<file path="src/include/stuffer_macros.svh">
// shared sizes of the entropy output stage, include wherever a code width or lane depth is needed
`ifndef STUFFER_MACROS_SVH
`define STUFFER_MACROS_SVH

// longest Huffman code in bits
`define CODE_W 16

// width of the code length field
`define LEN_W 5

// entries per escaper byte lane
`define LANE_DEPTH 4

// pointer width for one lane
`define LANE_AW 2

// cycle limit for bench wait loops
`define WAIT_LIMIT 2000

`endif

</file>
<file path="src/rtl/stuffer_pkg.sv">
// types passed between the code packer, the escaper and the top level, import where a port needs them
`default_nettype none

`include "stuffer_macros.svh"

package stuffer_pkg;

    // one 32-bit word of the compressed stream
    typedef struct packed {
        logic [31:0] data;    // MSB aligned, first byte in [31:24]
        logic [1:0]  nbytes;  // leading valid bytes, 0 means all four
    } packed_word_t;

    // one variable-length code
    typedef struct packed {
        logic [`CODE_W-1:0] bits;  // right aligned
        logic [`LEN_W-1:0]  len;   // 1 to CODE_W
    } code_in_t;

endpackage

`default_nettype wire

</file>
<file path="src/rtl/bit_stuffer_escape.sv">
// escapes every 0xFF in the packed stream with a following 0x00 and realigns to 32-bit words
`timescale 1ns/1ps
`default_nettype none

module bit_stuffer_escape import stuffer_pkg::*; (
    input  logic         xclk,
    input  logic         rst,
    input  packed_word_t din,
    input  logic         in_stb,
    input  logic         flush_in,
    output packed_word_t d_out,
    output logic         dv,
    output logic         flush_out
);
    logic [3:0]  in_mask;       // lanes holding a valid input byte
    logic [3:0]  lane_we;
    logic [3:0]  lane_re;
    logic [3:0]  lane_ff;       // head byte of the lane is 0xFF
    logic [3:0]  lane_nempty;
    logic [7:0]  lane_data [4];

    logic        cry_ff;        // zero still owed after a 0xFF
    logic [1:0]  byte_pntr;     // 0 points at lane 3
    logic [31:0] out_bytes;
    logic [3:0]  pos_rdy;       // output positions that have a byte
    logic [3:0]  rd_mask;       // lanes consumed by a full word
    logic [2:0]  n_used;        // source bytes in a full word
    logic        cry_next;
    logic        rdy;
    logic [1:0]  part_cnt;
    logic        flush_req;     // flush waiting for full words to drain
    logic        flush_rd;      // read-all cycle
    logic        flush_dly;
    logic        flush_emit;
    logic        stream_done;   // closed by flush_out with no input since

    always_comb begin
        case (din.nbytes)
            2'd1:    in_mask = 4'b1000;
            2'd2:    in_mask = 4'b1100;
            2'd3:    in_mask = 4'b1110;
            default: in_mask = 4'b1111;
        endcase
    end

    assign lane_we = in_stb ? in_mask : 4'b0000;

    for (genvar i = 0; i < 4; i++) begin : g_lane
        logic [8:0] q;

        byte_lane_fifo lane_fifo_inst (
            .xclk     (xclk),
            .rst      (rst),
            .we       (lane_we[i]),
            .re       (lane_re[i]),
            .data_in  ({&din.data[8*i +: 8], din.data[8*i +: 8]}),
            .data_out (q),
            .nempty   (lane_nempty[i])
        );

        assign lane_ff[i]   = q[8];
        assign lane_data[i] = q[7:0];
    end

    // each output position from the MSB takes the next lane byte or an escape zero
    always_comb begin : walk
        logic [1:0] lane;
        logic       esc;
        lane    = 2'd3 - byte_pntr;
        esc     = cry_ff;
        n_used  = 3'd0;
        rd_mask = 4'b0000;
        for (int k = 3; k >= 0; k--) begin
            if (esc) begin
                out_bytes[8*k +: 8] = 8'h00;   // inserted zero
                pos_rdy[k]          = 1'b1;
                esc                 = 1'b0;
            end else begin
                out_bytes[8*k +: 8] = lane_data[lane];
                pos_rdy[k]          = lane_nempty[lane];
                esc                 = lane_ff[lane];
                rd_mask[lane]       = 1'b1;
                lane                = lane - 2'd1;
                n_used              = n_used + 3'd1;
            end
        end
        cry_next = esc;
    end

    assign rdy        = &pos_rdy;
    assign flush_emit = flush_rd && (cry_ff || (|lane_nempty));
    // when flushing everything left goes out at once
    assign lane_re    = flush_rd ? lane_nempty : (rdy ? rd_mask : 4'b0000);

    // leading ready positions give the partial count
    always_comb begin
        casez (pos_rdy)
            4'b10??: part_cnt = 2'd1;
            4'b110?: part_cnt = 2'd2;
            4'b1110: part_cnt = 2'd3;
            default: part_cnt = 2'd0;   // full word
        endcase
    end

    always_ff @(posedge xclk) begin
        if (rst) begin
            cry_ff      <= 1'b0;
            byte_pntr   <= 2'd0;
            dv          <= 1'b0;
            flush_req   <= 1'b0;
            flush_rd    <= 1'b0;
            flush_dly   <= 1'b0;
            flush_out   <= 1'b0;
            stream_done <= 1'b0;
        end else begin
            dv        <= rdy || flush_emit;
            flush_rd  <= flush_req && !flush_rd && !rdy;
            flush_dly <= flush_rd;
            flush_out <= flush_dly;
            if (flush_rd) begin
                cry_ff    <= 1'b0;
                byte_pntr <= 2'd0;                      // next stream starts on lane 3
            end else if (rdy) begin
                cry_ff    <= cry_next;
                byte_pntr <= byte_pntr + n_used[1:0];   // four wraps to same lane
            end
            if (flush_in) begin
                flush_req <= 1'b1;
            end else if (flush_rd) begin
                flush_req <= 1'b0;
            end
            if (in_stb) begin
                stream_done <= 1'b0;
            end else if (flush_out) begin
                stream_done <= 1'b1;
            end
        end
    end

    always_ff @(posedge xclk) begin
        if (rdy || flush_emit) begin
            d_out.data   <= out_bytes;
            d_out.nbytes <= part_cnt;
        end
    end

    // while bytes wait the pointer names the lane that holds the oldest one
    pntr_at_oldest: assert property (@(posedge xclk) disable iff (rst)
        (|lane_nempty) |-> lane_nempty[2'd3 - byte_pntr]);

    // once a stream is closed nothing more comes out until new input arrives
    no_dv_after_flush: assert property (@(posedge xclk) disable iff (rst)
        (flush_out || stream_done) |-> !dv);

endmodule

`default_nettype wire

</file>
<file path="src/rtl/byte_lane_fifo.sv">
// small FIFO for one escaper byte lane, the head entry is shown on data_out before it is read
`timescale 1ns/1ps
`default_nettype none

`include "stuffer_macros.svh"

module byte_lane_fifo (
    input  logic       xclk,
    input  logic       rst,
    input  logic       we,
    input  logic       re,
    input  logic [8:0] data_in,   // {is 0xFF, byte}
    output logic [8:0] data_out,
    output logic       nempty
);
    logic [8:0]          mem [`LANE_DEPTH];
    logic [`LANE_AW-1:0] wr_ptr;
    logic [`LANE_AW-1:0] rd_ptr;
    logic [`LANE_AW:0]   count;     // entries held

    assign data_out = mem[rd_ptr];  // first word fall-through
    assign nempty   = (count != '0);

    always_ff @(posedge xclk) begin
        if (we) begin
            mem[wr_ptr] <= data_in;
        end
    end

    always_ff @(posedge xclk) begin
        if (rst) begin
            wr_ptr <= '0;
            rd_ptr <= '0;
            count  <= '0;
        end else begin
            if (we) begin
                wr_ptr <= wr_ptr + 1'b1;
            end
            if (re) begin
                rd_ptr <= rd_ptr + 1'b1;
            end
            case ({we, re})
                2'b10:   count <= count + 1'b1;
                2'b01:   count <= count - 1'b1;
                default: count <= count;   // idle or both
            endcase
        end
    end

    // the upstream rate limit is what keeps a lane from overflowing
    no_overflow: assert property (@(posedge xclk) disable iff (rst)
        we |-> (count != `LANE_DEPTH));

    no_underflow: assert property (@(posedge xclk) disable iff (rst)
        re |-> nempty);

endmodule

`default_nettype wire

</file>
<file path="src/rtl/code_packer.sv">
// packs variable-length codes MSB first into 32-bit words, flush emits a ones-padded partial word
`timescale 1ns/1ps
`default_nettype none

`include "stuffer_macros.svh"

module code_packer import stuffer_pkg::*; (
    input  logic         xclk,
    input  logic         rst,
    input  code_in_t     code,
    input  logic         code_stb,
    input  logic         flush_in,
    output packed_word_t pk_word,
    output logic         pk_stb,
    output logic         pk_flush
);
    logic [63:0] acc;         // pending bits, left aligned, zeros below fill
    logic [5:0]  fill;        // pending bit count, always below 32 between codes
    logic [4:0]  lalign;      // shift that puts the code MSB at bit 63
    logic [63:0] placed;      // new code just below the pending bits
    logic [63:0] acc_sum;
    logic [5:0]  fill_sum;
    logic [5:0]  fill_rnd;    // for rounding up to whole bytes
    logic        flush_wait;  // partial word out, pk_flush next

    assign lalign   = 5'(`CODE_W) - code.len;
    assign placed   = ({code.bits, {(64 - `CODE_W){1'b0}}} << lalign) >> fill;
    assign acc_sum  = acc | placed;
    assign fill_sum = fill + 6'(code.len);
    assign fill_rnd = fill + 6'd7;

    always_ff @(posedge xclk) begin
        if (rst) begin
            acc        <= '0;
            fill       <= '0;
            pk_stb     <= 1'b0;
            pk_flush   <= 1'b0;
            flush_wait <= 1'b0;
        end else begin
            pk_stb     <= 1'b0;
            flush_wait <= flush_in && (fill != 6'd0);
            pk_flush   <= (flush_in && (fill == 6'd0)) || flush_wait;
            if (code_stb) begin
                if (fill_sum[5]) begin                  // 32 or more bits
                    acc    <= {acc_sum[31:0], 32'h0};   // remainder moves up
                    fill   <= fill_sum - 6'd32;
                    pk_stb <= 1'b1;
                end else begin
                    acc  <= acc_sum;
                    fill <= fill_sum;
                end
            end else if (flush_in && (fill != 6'd0)) begin
                acc    <= '0;
                fill   <= '0;
                pk_stb <= 1'b1;                         // partial word
            end
        end
    end

    // word contents, qualified by pk_stb
    always_ff @(posedge xclk) begin
        if (code_stb) begin
            pk_word.data   <= acc_sum[63:32];
            pk_word.nbytes <= 2'd0;
        end else if (flush_in) begin
            // JPEG pads the last byte with ones
            pk_word.data   <= acc[63:32] | (32'hffff_ffff >> fill);
            pk_word.nbytes <= fill_rnd[4:3];            // 25 to 31 bits wrap to 0
        end
    end

    // the caller must never present an empty or oversized code
    code_len_ok: assert property (@(posedge xclk) disable iff (rst)
        code_stb |-> (code.len != '0) && (code.len <= `CODE_W));

endmodule

`default_nettype wire

</file>
<file path="src/rtl/entropy_out_top.sv">
// entropy output stage top, code packer feeding the 0xFF escaper
`timescale 1ns/1ps
`default_nettype none

module entropy_out_top import stuffer_pkg::*; (
    input  logic         xclk,
    input  logic         rst,
    input  code_in_t     code,
    input  logic         code_stb,
    input  logic         flush_in,
    output packed_word_t esc_word,
    output logic         dv,
    output logic         flush_out
);
    packed_word_t pk_word;    // packed words before escaping
    logic         pk_stb;
    logic         pk_flush;

    code_packer code_packer_inst (
        .xclk     (xclk),
        .rst      (rst),
        .code     (code),
        .code_stb (code_stb),
        .flush_in (flush_in),
        .pk_word  (pk_word),
        .pk_stb   (pk_stb),
        .pk_flush (pk_flush)
    );

    bit_stuffer_escape bit_stuffer_escape_inst (
        .xclk      (xclk),
        .rst       (rst),
        .din       (pk_word),
        .in_stb    (pk_stb),
        .flush_in  (pk_flush),
        .d_out     (esc_word),
        .dv        (dv),
        .flush_out (flush_out)
    );

endmodule

`default_nettype wire

</file>
<file path="config.mk">
export PLATFORM = sky130hd
export DESIGN_NAME = entropy_out_top
export DESIGN_NICKNAME = d
export VERILOG_FILES = /design/src/rtl/stuffer_pkg.sv /design/src/rtl/bit_stuffer_escape.sv /design/src/rtl/byte_lane_fifo.sv /design/src/rtl/code_packer.sv /design/src/rtl/entropy_out_top.sv
export VERILOG_INCLUDE_DIRS = /design/src /design/src/include
export SDC_FILE = /design/constraint.sdc
export NUM_CORES = 1
export LEC_CHECK = 0
export BUFFER_PORTS_ARGS = -buffer_cell sky130_fd_sc_hd__buf_2
export CORE_UTILIZATION = 50
export DETAILED_ROUTE_END_ITERATION = 8
export HOLD_SLACK_MARGIN = 0.06
export PLACE_DENSITY = 0.72
export SYNTH_ARGS = -nofsm -noshare
export SYNTH_HDL_FRONTEND = slang
export SYNTH_SLANG_ARGS = --single-unit
</file>
<file path="constraint.sdc">
create_clock -name xclk -period 11.6 [get_ports xclk]
set_clock_uncertainty 0.05 [all_clocks]
set_input_delay 1.74 -clock xclk [delete_from_list [all_inputs] [get_ports xclk]]
set_output_delay 1.74 -clock xclk [all_outputs]
set_load 0.05 [all_outputs]
</file>
* After elaboration in Yosys (flattened, before gate mapping)
Memories as Yosys holds them, arrays and structs flattened. A register that Yosys moved wholly into a read port is not among the register bits. Cells that the tools add are included.
Word-level totals: register bits 177, bits in writable memories 144, bits of input ports 25, output and inout bits 36, memories 4
Memories:
- bit_stuffer_escape_inst.g_lane[0].lane_fifo_inst.mem | depth 4, bits a word 9, read ports 1, clocked after Yosys merged registers in 1, write ports 1, line byte_lane_fifo.sv:16 | logic [8:0] mem [`LANE_DEPTH];
- bit_stuffer_escape_inst.g_lane[1].lane_fifo_inst.mem | depth 4, bits a word 9, read ports 1, clocked after Yosys merged registers in 1, write ports 1, line byte_lane_fifo.sv:16
- bit_stuffer_escape_inst.g_lane[2].lane_fifo_inst.mem | depth 4, bits a word 9, read ports 1, clocked after Yosys merged registers in 1, write ports 1, line byte_lane_fifo.sv:16
- bit_stuffer_escape_inst.g_lane[3].lane_fifo_inst.mem | depth 4, bits a word 9, read ports 1, clocked after Yosys merged registers in 1, write ports 1, line byte_lane_fifo.sv:16
Operators by class: add/sub/neg operators 28, order comparisons 12, eq/ne operators 14, shift-type cells 3, multiplexer cells 93, bitwise gates (word level) 9, reduce and logical (&&, ||, !) cells 34
Operators with widths (count):
- $mux 64 | 3
- $mux 34 | 2
- $bmux 8 s2 | 4
- $mux 8 | 8
- $or 64x64->64 | 1
- $shl 64x5->64 | 1
- $shr 64x6->64 | 1
- $mux 1 | 34
- $or 32x32->32 | 1
- $reduce_and 8->1 | 4
- $shr 32x6->32 const A | 1
- $mux 2 | 14
- $mux 4 | 7
- $pmux 3 s2 | 4
- $add 2x1->2 const B | 10
- $mux 6 | 3
- $bmux 1 s2 | 8
- $eq 2x2->1 const B | 7
- $reduce_bool 2->1 | 7
- $add 3x1->3 const B | 4
- $ge 3x3->1 const B | 4
- $lt 2x3->1 const B | 4
- $not 2->3 | 4
- $or 4x4->4 | 3
- 25 further kinds | 54

* Depth between registers and ports, before layout
word-level depth 17, depth in mapped cells 21, gate-level depth less buffers 18

* By module
Synthesis repeated with hierarchy kept, for this count alone.
Unflattened totals: cell total of the unflattened synthesis 1448, area total of the unflattened synthesis 16967.5 µm²
Modules (own cells, without submodules):
- code_packer | instances 1, cells each 834, area an instance 6869.1 µm², seq. area each 2102.0 µm²
- byte_lane_fifo (bit_stuffer_escape_inst.g_lane[0].lane_fifo_inst ...) | instances 3, cells each 89, area an instance 1719.1 µm², seq. area each 1261.2 µm²
- bit_stuffer_escape | instances 1, cells each 254, area an instance 3211.8 µm², seq. area each 1181.1 µm²
- byte_lane_fifo (bit_stuffer_escape_inst.g_lane[3].lane_fifo_inst) | instances 1, cells each 93, area an instance 1729.2 µm², seq. area each 1261.2 µm²

* Least setup slack after synthesis
OpenSTA, ideal clock, no wires.
kind reg2reg, start register bit_stuffer_escape_inst.byte_pntr[0], end register bit_stuffer_escape_inst.g_lane[3].lane_fifo_inst.count[2], setup time 71 ps, arrival time 4885 ps, data required time 11479 ps, setup slack 6594 ps, cell stages (with the launch flop) 22, buffers on the path 3, clock period less this slack 5006 ps, cell sequence dfxtp_1 > buf_4 > inv_1 > buf_1 > ha_1 > mux2i_1 > xnor2_1 > inv_2 > ha_1 > nor3_1 > o21a_1 > or3_1 > o221ai_2 > or2_1 > buf_2 > o21ai_0 > ha_1 > inv_1 > fa_1 > xor2_1 > or3_1 > a21oi_1
Between the ends: longest elaborated chain between the ends 17
RTL lines:
- from (decl) | line bit_stuffer_escape.sv:23 | logic [1:0] byte_pntr;
- from (signal assigned) | line bit_stuffer_escape.sv:125 | byte_pntr <= byte_pntr + n_used[1:0];
- $sub 2x2->2 * | line bit_stuffer_escape.sv:69 | lane = 2'd3 - byte_pntr;
- $sub 2x1->2 or $bmux 1 s2 (tied branches) | line bit_stuffer_escape.sv:83, bit_stuffer_escape.sv:81
- $mux 2 or $mux 1 (tied branches) | line bit_stuffer_escape.sv:74, bit_stuffer_escape.sv:81
- $sub 2x1->2, or another cell as far along | line bit_stuffer_escape.sv:83 | lane = lane - 2'd1;
- $mux 2, or another cell as far along | line bit_stuffer_escape.sv:74 | if (esc) begin
- $sub 2x1->2, or another cell as far along | line bit_stuffer_escape.sv:83
- $mux 2, or another cell as far along | line bit_stuffer_escape.sv:74
- $lt 2x3->1 (not written as such), or another cell as far along | line bit_stuffer_escape.sv:82 | rd_mask[lane] = 1'b1;
- $logic_and 1x1->1 (not written as such), or another cell as far along | line bit_stuffer_escape.sv:82
- $mux 1 (not written as such) or $or 4x4->4 (tied branches)
- $demux 1 s2 or $mux 4 (tied branches)
- $or 4x4->4 (no source line)
- $mux 4 | line bit_stuffer_escape.sv:74
- $mux 4 * (2 in series) | line bit_stuffer_escape.sv:93 | assign lane_re = flush_rd ? lane_nempty : (rdy ? rd_mask : 4'b0000);
- $eq 2x1->1 or $eq 2x2->1 (tied branches) | line byte_lane_fifo.sv:42 | case ({we, re})
- $pmux 3 s2 or $reduce_bool 2->1 (tied branches)
- to (signal assigned) | line byte_lane_fifo.sv:43 | 2'b10: count <= count + 1'b1;
- to (signal assigned) | line byte_lane_fifo.sv:44 | 2'b01: count <= count - 1'b1;
- to (signal assigned) | line byte_lane_fifo.sv:45 | default: count <= count;
- to (decl) | line byte_lane_fifo.sv:19 | logic [`LANE_AW:0] count;
Every way passes the cells marked *; elsewhere a longest branch is shown, timed or not. The select of a mux whose other input is x is not followed. A chain may end at the register's enable or synchronous reset.

* Worst setup path in the final report
start register bit_stuffer_escape_inst.byte_pntr[1], end register bit_stuffer_escape_inst.g_lane[2].lane_fifo_inst.count[2]
Between the ends: longest elaborated chain between the ends 17
RTL lines:
- $sub 2x2->2 * | line bit_stuffer_escape.sv:69
- $sub 2x1->2 or $bmux 1 s2 (tied branches) | line bit_stuffer_escape.sv:83, bit_stuffer_escape.sv:81
- $mux 2 or $mux 1 (tied branches) | line bit_stuffer_escape.sv:74, bit_stuffer_escape.sv:81
- $sub 2x1->2, or another cell as far along | line bit_stuffer_escape.sv:83
- $mux 2, or another cell as far along | line bit_stuffer_escape.sv:74
- $sub 2x1->2, or another cell as far along | line bit_stuffer_escape.sv:83
- $mux 2, or another cell as far along | line bit_stuffer_escape.sv:74
- $lt 2x3->1 (not written as such), or another cell as far along | line bit_stuffer_escape.sv:82
- $logic_and 1x1->1 (not written as such), or another cell as far along | line bit_stuffer_escape.sv:82
- $mux 1 (not written as such) or $or 4x4->4 (tied branches)
- $demux 1 s2 or $mux 4 (tied branches)
- $or 4x4->4 (no source line)
- $mux 4 | line bit_stuffer_escape.sv:74
- $mux 4 * (2 in series) | line bit_stuffer_escape.sv:93
- named net bit_stuffer_escape_inst.g_lane[2].lane_fifo_inst.re | line byte_lane_fifo.sv:11 | input logic re,
- $eq 2x1->1 or $eq 2x2->1 (tied branches) | line byte_lane_fifo.sv:42
- $pmux 3 s2 or $reduce_bool 2->1 (tied branches)
- to (signal assigned) | line byte_lane_fifo.sv:43
- to (signal assigned) | line byte_lane_fifo.sv:44
- to (signal assigned) | line byte_lane_fifo.sv:45
- to (decl) | line byte_lane_fifo.sv:19
Mark *: on every way through the listed nets, which the timed path passes. The rest lies on a longest branch. The select of a mux whose other input is x is not followed.

==> flow_summary.ini <==
[clocking]
hold_buffers = 0
clk_pin_slew_ps = 60
insertion_delay_ps = 580
cts_root_buf = clkbuf_16
numCtsBuffers = 31
post-cts-setup-buffer-count = 0
clockBufferDepth = 3
cts_tree = built
clock-sinks = 311
cts-htree-levels = 1
cts-resized-gates = 0

[worst_hold_path]
hold_path_startpoint = code_packer_inst.acc[44]
min_path_cells = 2
hold_path.class = reg -> reg

[grt]
overflow = 0
grt_pass1_vias = 12050
grt_usage = 0.2605
grt_max_degree = 79
grt_antenna_before_repair = 1
grt_pass1_wl_um = 71350

[floorplanning]
start_util = 0.5070
io_pins = 61
die-height_um = 186.4
fp.dieW_um = 186.4
rows = 67
design.core.area_mm2 = 0.03353
die-area_mm2 = 0.03474

[routing]
wl_um = 45510
ant_nets = 0
dr_total_vias = 12730
wire_per_inst_um = 22.76
drc = 0
wl_met3_um = 3761
top_layer_used = met5
met2_length_um = 21370
drt-initial-drc-count = 1654
dr.pass1.iters = 6
wl_met1_um = 19160
routed_via_density = 6.363

[timing]
tightestPinTransition_ps = 1061
period_share = 0.5363
finalSetupTns_ps = 0
drv_slew = 0
layout_min_cycle_time_ps = 6222
setup_viol = 0
fin_ws_ps = 5378
hold_viol = 0
max_freq_mhz = 160.7
rsz0062_at_grt = no
timing.slew.headroom = 0.2880

[synthesis]
syn_inst = 1504
synth_flop_cell = edfxtp_1
ys_ff_latch = 311
ys_async_sr_fraction = 0
ys_warn_count = 0
avgSynthCellArea_um2 = 11.30
synth_cell_types = 94
synth.net_count = 1568
synth_edf_count = 210
yosysSeqAreaShare = 0.4898
synth_area_mm2 = 0.01700

[critical_path]
reg2reg_depth = 17
cp_data_required_time_ps = 12050
end_kind = flip-flop
cp-startpoint = bit_stuffer_escape_inst.byte_pntr[1]
start_kind = flip-flop
reg2reg_from = bit_stuffer_escape_inst.byte_pntr[1]
critPathKind = reg -> reg
crit_fanout = 19
worstPathArrival_ps = 6670

[power_and_ir_drop]
leakagePower_nw = 6.430
power_density_mw_per_mm2 = 197.3
peakVddDrop_uv = 123.9

[layout]
seqCellArea_mm2 = 0.008328
diodes = 0
fin_nets = 1591
fillCellCount = 2847
drive_gt1_frac = 0.1637
multi_input_area_mm2 = 0.008065
syn2layout_area_growth_pct = 9.302
layout_common_cells = edfxtp_1 (210), nor2_1 (150), dfxtp_1 (101)
final_common_cell = edfxtp_1

[placement]
place_congestion = 0.9749
dp_hpwl_um = 32380
port-buffer-count = 60
pre_cts_ws_ps = 5504

[outcome]
status = finished clean

[flow_run]
maxCapViolCount = 0
## kinds of logic after synthesis
logic type      Yosys count  share of synthesized area
compound gates          376                     0.1490
xor+xnor                 24                    0.01391
fa+ha+maj                39                    0.03091
mux                     150                     0.1472
simple gates            461                     0.1330
flops                   311                     0.4898
buf+inv                 143                    0.03614
## area by class of cell
| cell class | count | share of cell area |
|---|---|---|
| Tap cell | 448 | 0.03016 |
| Sequential cell | 311 | 0.4482 |
| Inverter | 54 | 0.01091 |
| Clock inverter | 16 | 0.006800 |
| Clock buffer | 42 | 0.04612 |
| Multi-Input combinational cell | 1050 | 0.4340 |
| Timing Repair Buffer | 79 | 0.02384 |
## Yosys cell counts (17+ instances only)
master      n  area (µm²)
o22ai_1    22       137.6
mux2i_1    51       510.5
and2_1     38       237.7
clkbuf_1   55       206.5
nor3_1     37       185.2
ha_1       34       425.4
a21oi_1    95       475.5
nand2_1    94       352.8
mux4_2     74        1667
nand3_1    27       135.1
edfxtp_1  210        6306
mux2_2     17       191.4
inv_1      46       172.7
o21ai_0    68       340.3
dfxtp_1   101        2022
nor2_1    151       566.8
## metal layers
layer | vias to the layer above | track usage
met4 | 2 | 0.07374
met3 | 87 | 0.04307
li1 | 5790 | -
met1 | 6218 | 0.3649
met5 | - | 0
met2 | 628 | 0.4188
## final timing paths
| kind | slack [ps] | end |
|---|---|---|
| worst max register to register | 5380 | flip-flop |
| worst min register to register | 400 | code_packer_inst.acc[44] |
| worst max-delay path | 5380 | flip-flop |
| worst min-delay path | 400 | code_packer_inst.acc[44] |
## where the power goes
group | total [mW] | leakage [nW] | switching [mW] | internal (mW)
Combinational | 1.28 | 3.17 | 0.784 | 0.497
Clock | 0.968 | 0.474 | 0.426 | 0.542
Sequential | 1.42 | 2.78 | 0.0952 | 1.32
## per-stage QoR
step	cell area, µm²	hold slack (ps)	utilization	power [mW]	cells
2_1_floorplan	17000	363.0	-	2.351	1504
3_3_place_gp	17600	377.5	0.5249	2.681	1942
3_5_place_dp	17600	389.8	0.5249	2.701	1942
4_1_cts	18580	403.8	0.5542	3.661	2000
5_1_grt	18580	408.2	0.5542	3.819	2000
6_report	18580	401.7	0.5542	3.666	2000
## critical path, stage by stage, from the launching register on
cell and delay, ps:
dfxtp_1 780, inv_1 510, ha_1 480, mux2_2 390, mux2i_1 210, o31ai_2 90, buf_4 230, nand4_1 630
o21ai_1 420, o221ai_2 310, or2_1 450, o21ai_0 250, ha_1 220, inv_1 60, fa_1 370, xor2_1 160
or3_1 320, a21oi_1 160
## registers in the layout, indices dropped and copies added (netlist names), 2 cells and up, named ones only
signal and flops:
code_packer_inst.pk_word 34, bit_stuffer_escape_inst.byte_pntr 2, code_packer_inst.fill 5, bit_stuffer_escape_inst.g_lane.lane_fifo_inst.mem 144
bit_stuffer_escape_inst.g_lane.lane_fifo_inst.rd_ptr 8, bit_stuffer_escape_inst.g_lane.lane_fifo_inst.count 12, code_packer_inst.acc 47, bit_stuffer_escape_inst.d_out 34
bit_stuffer_escape_inst.g_lane.lane_fifo_inst.wr_ptr 8
No activity file was read; power rests on OpenSTA's default activity.
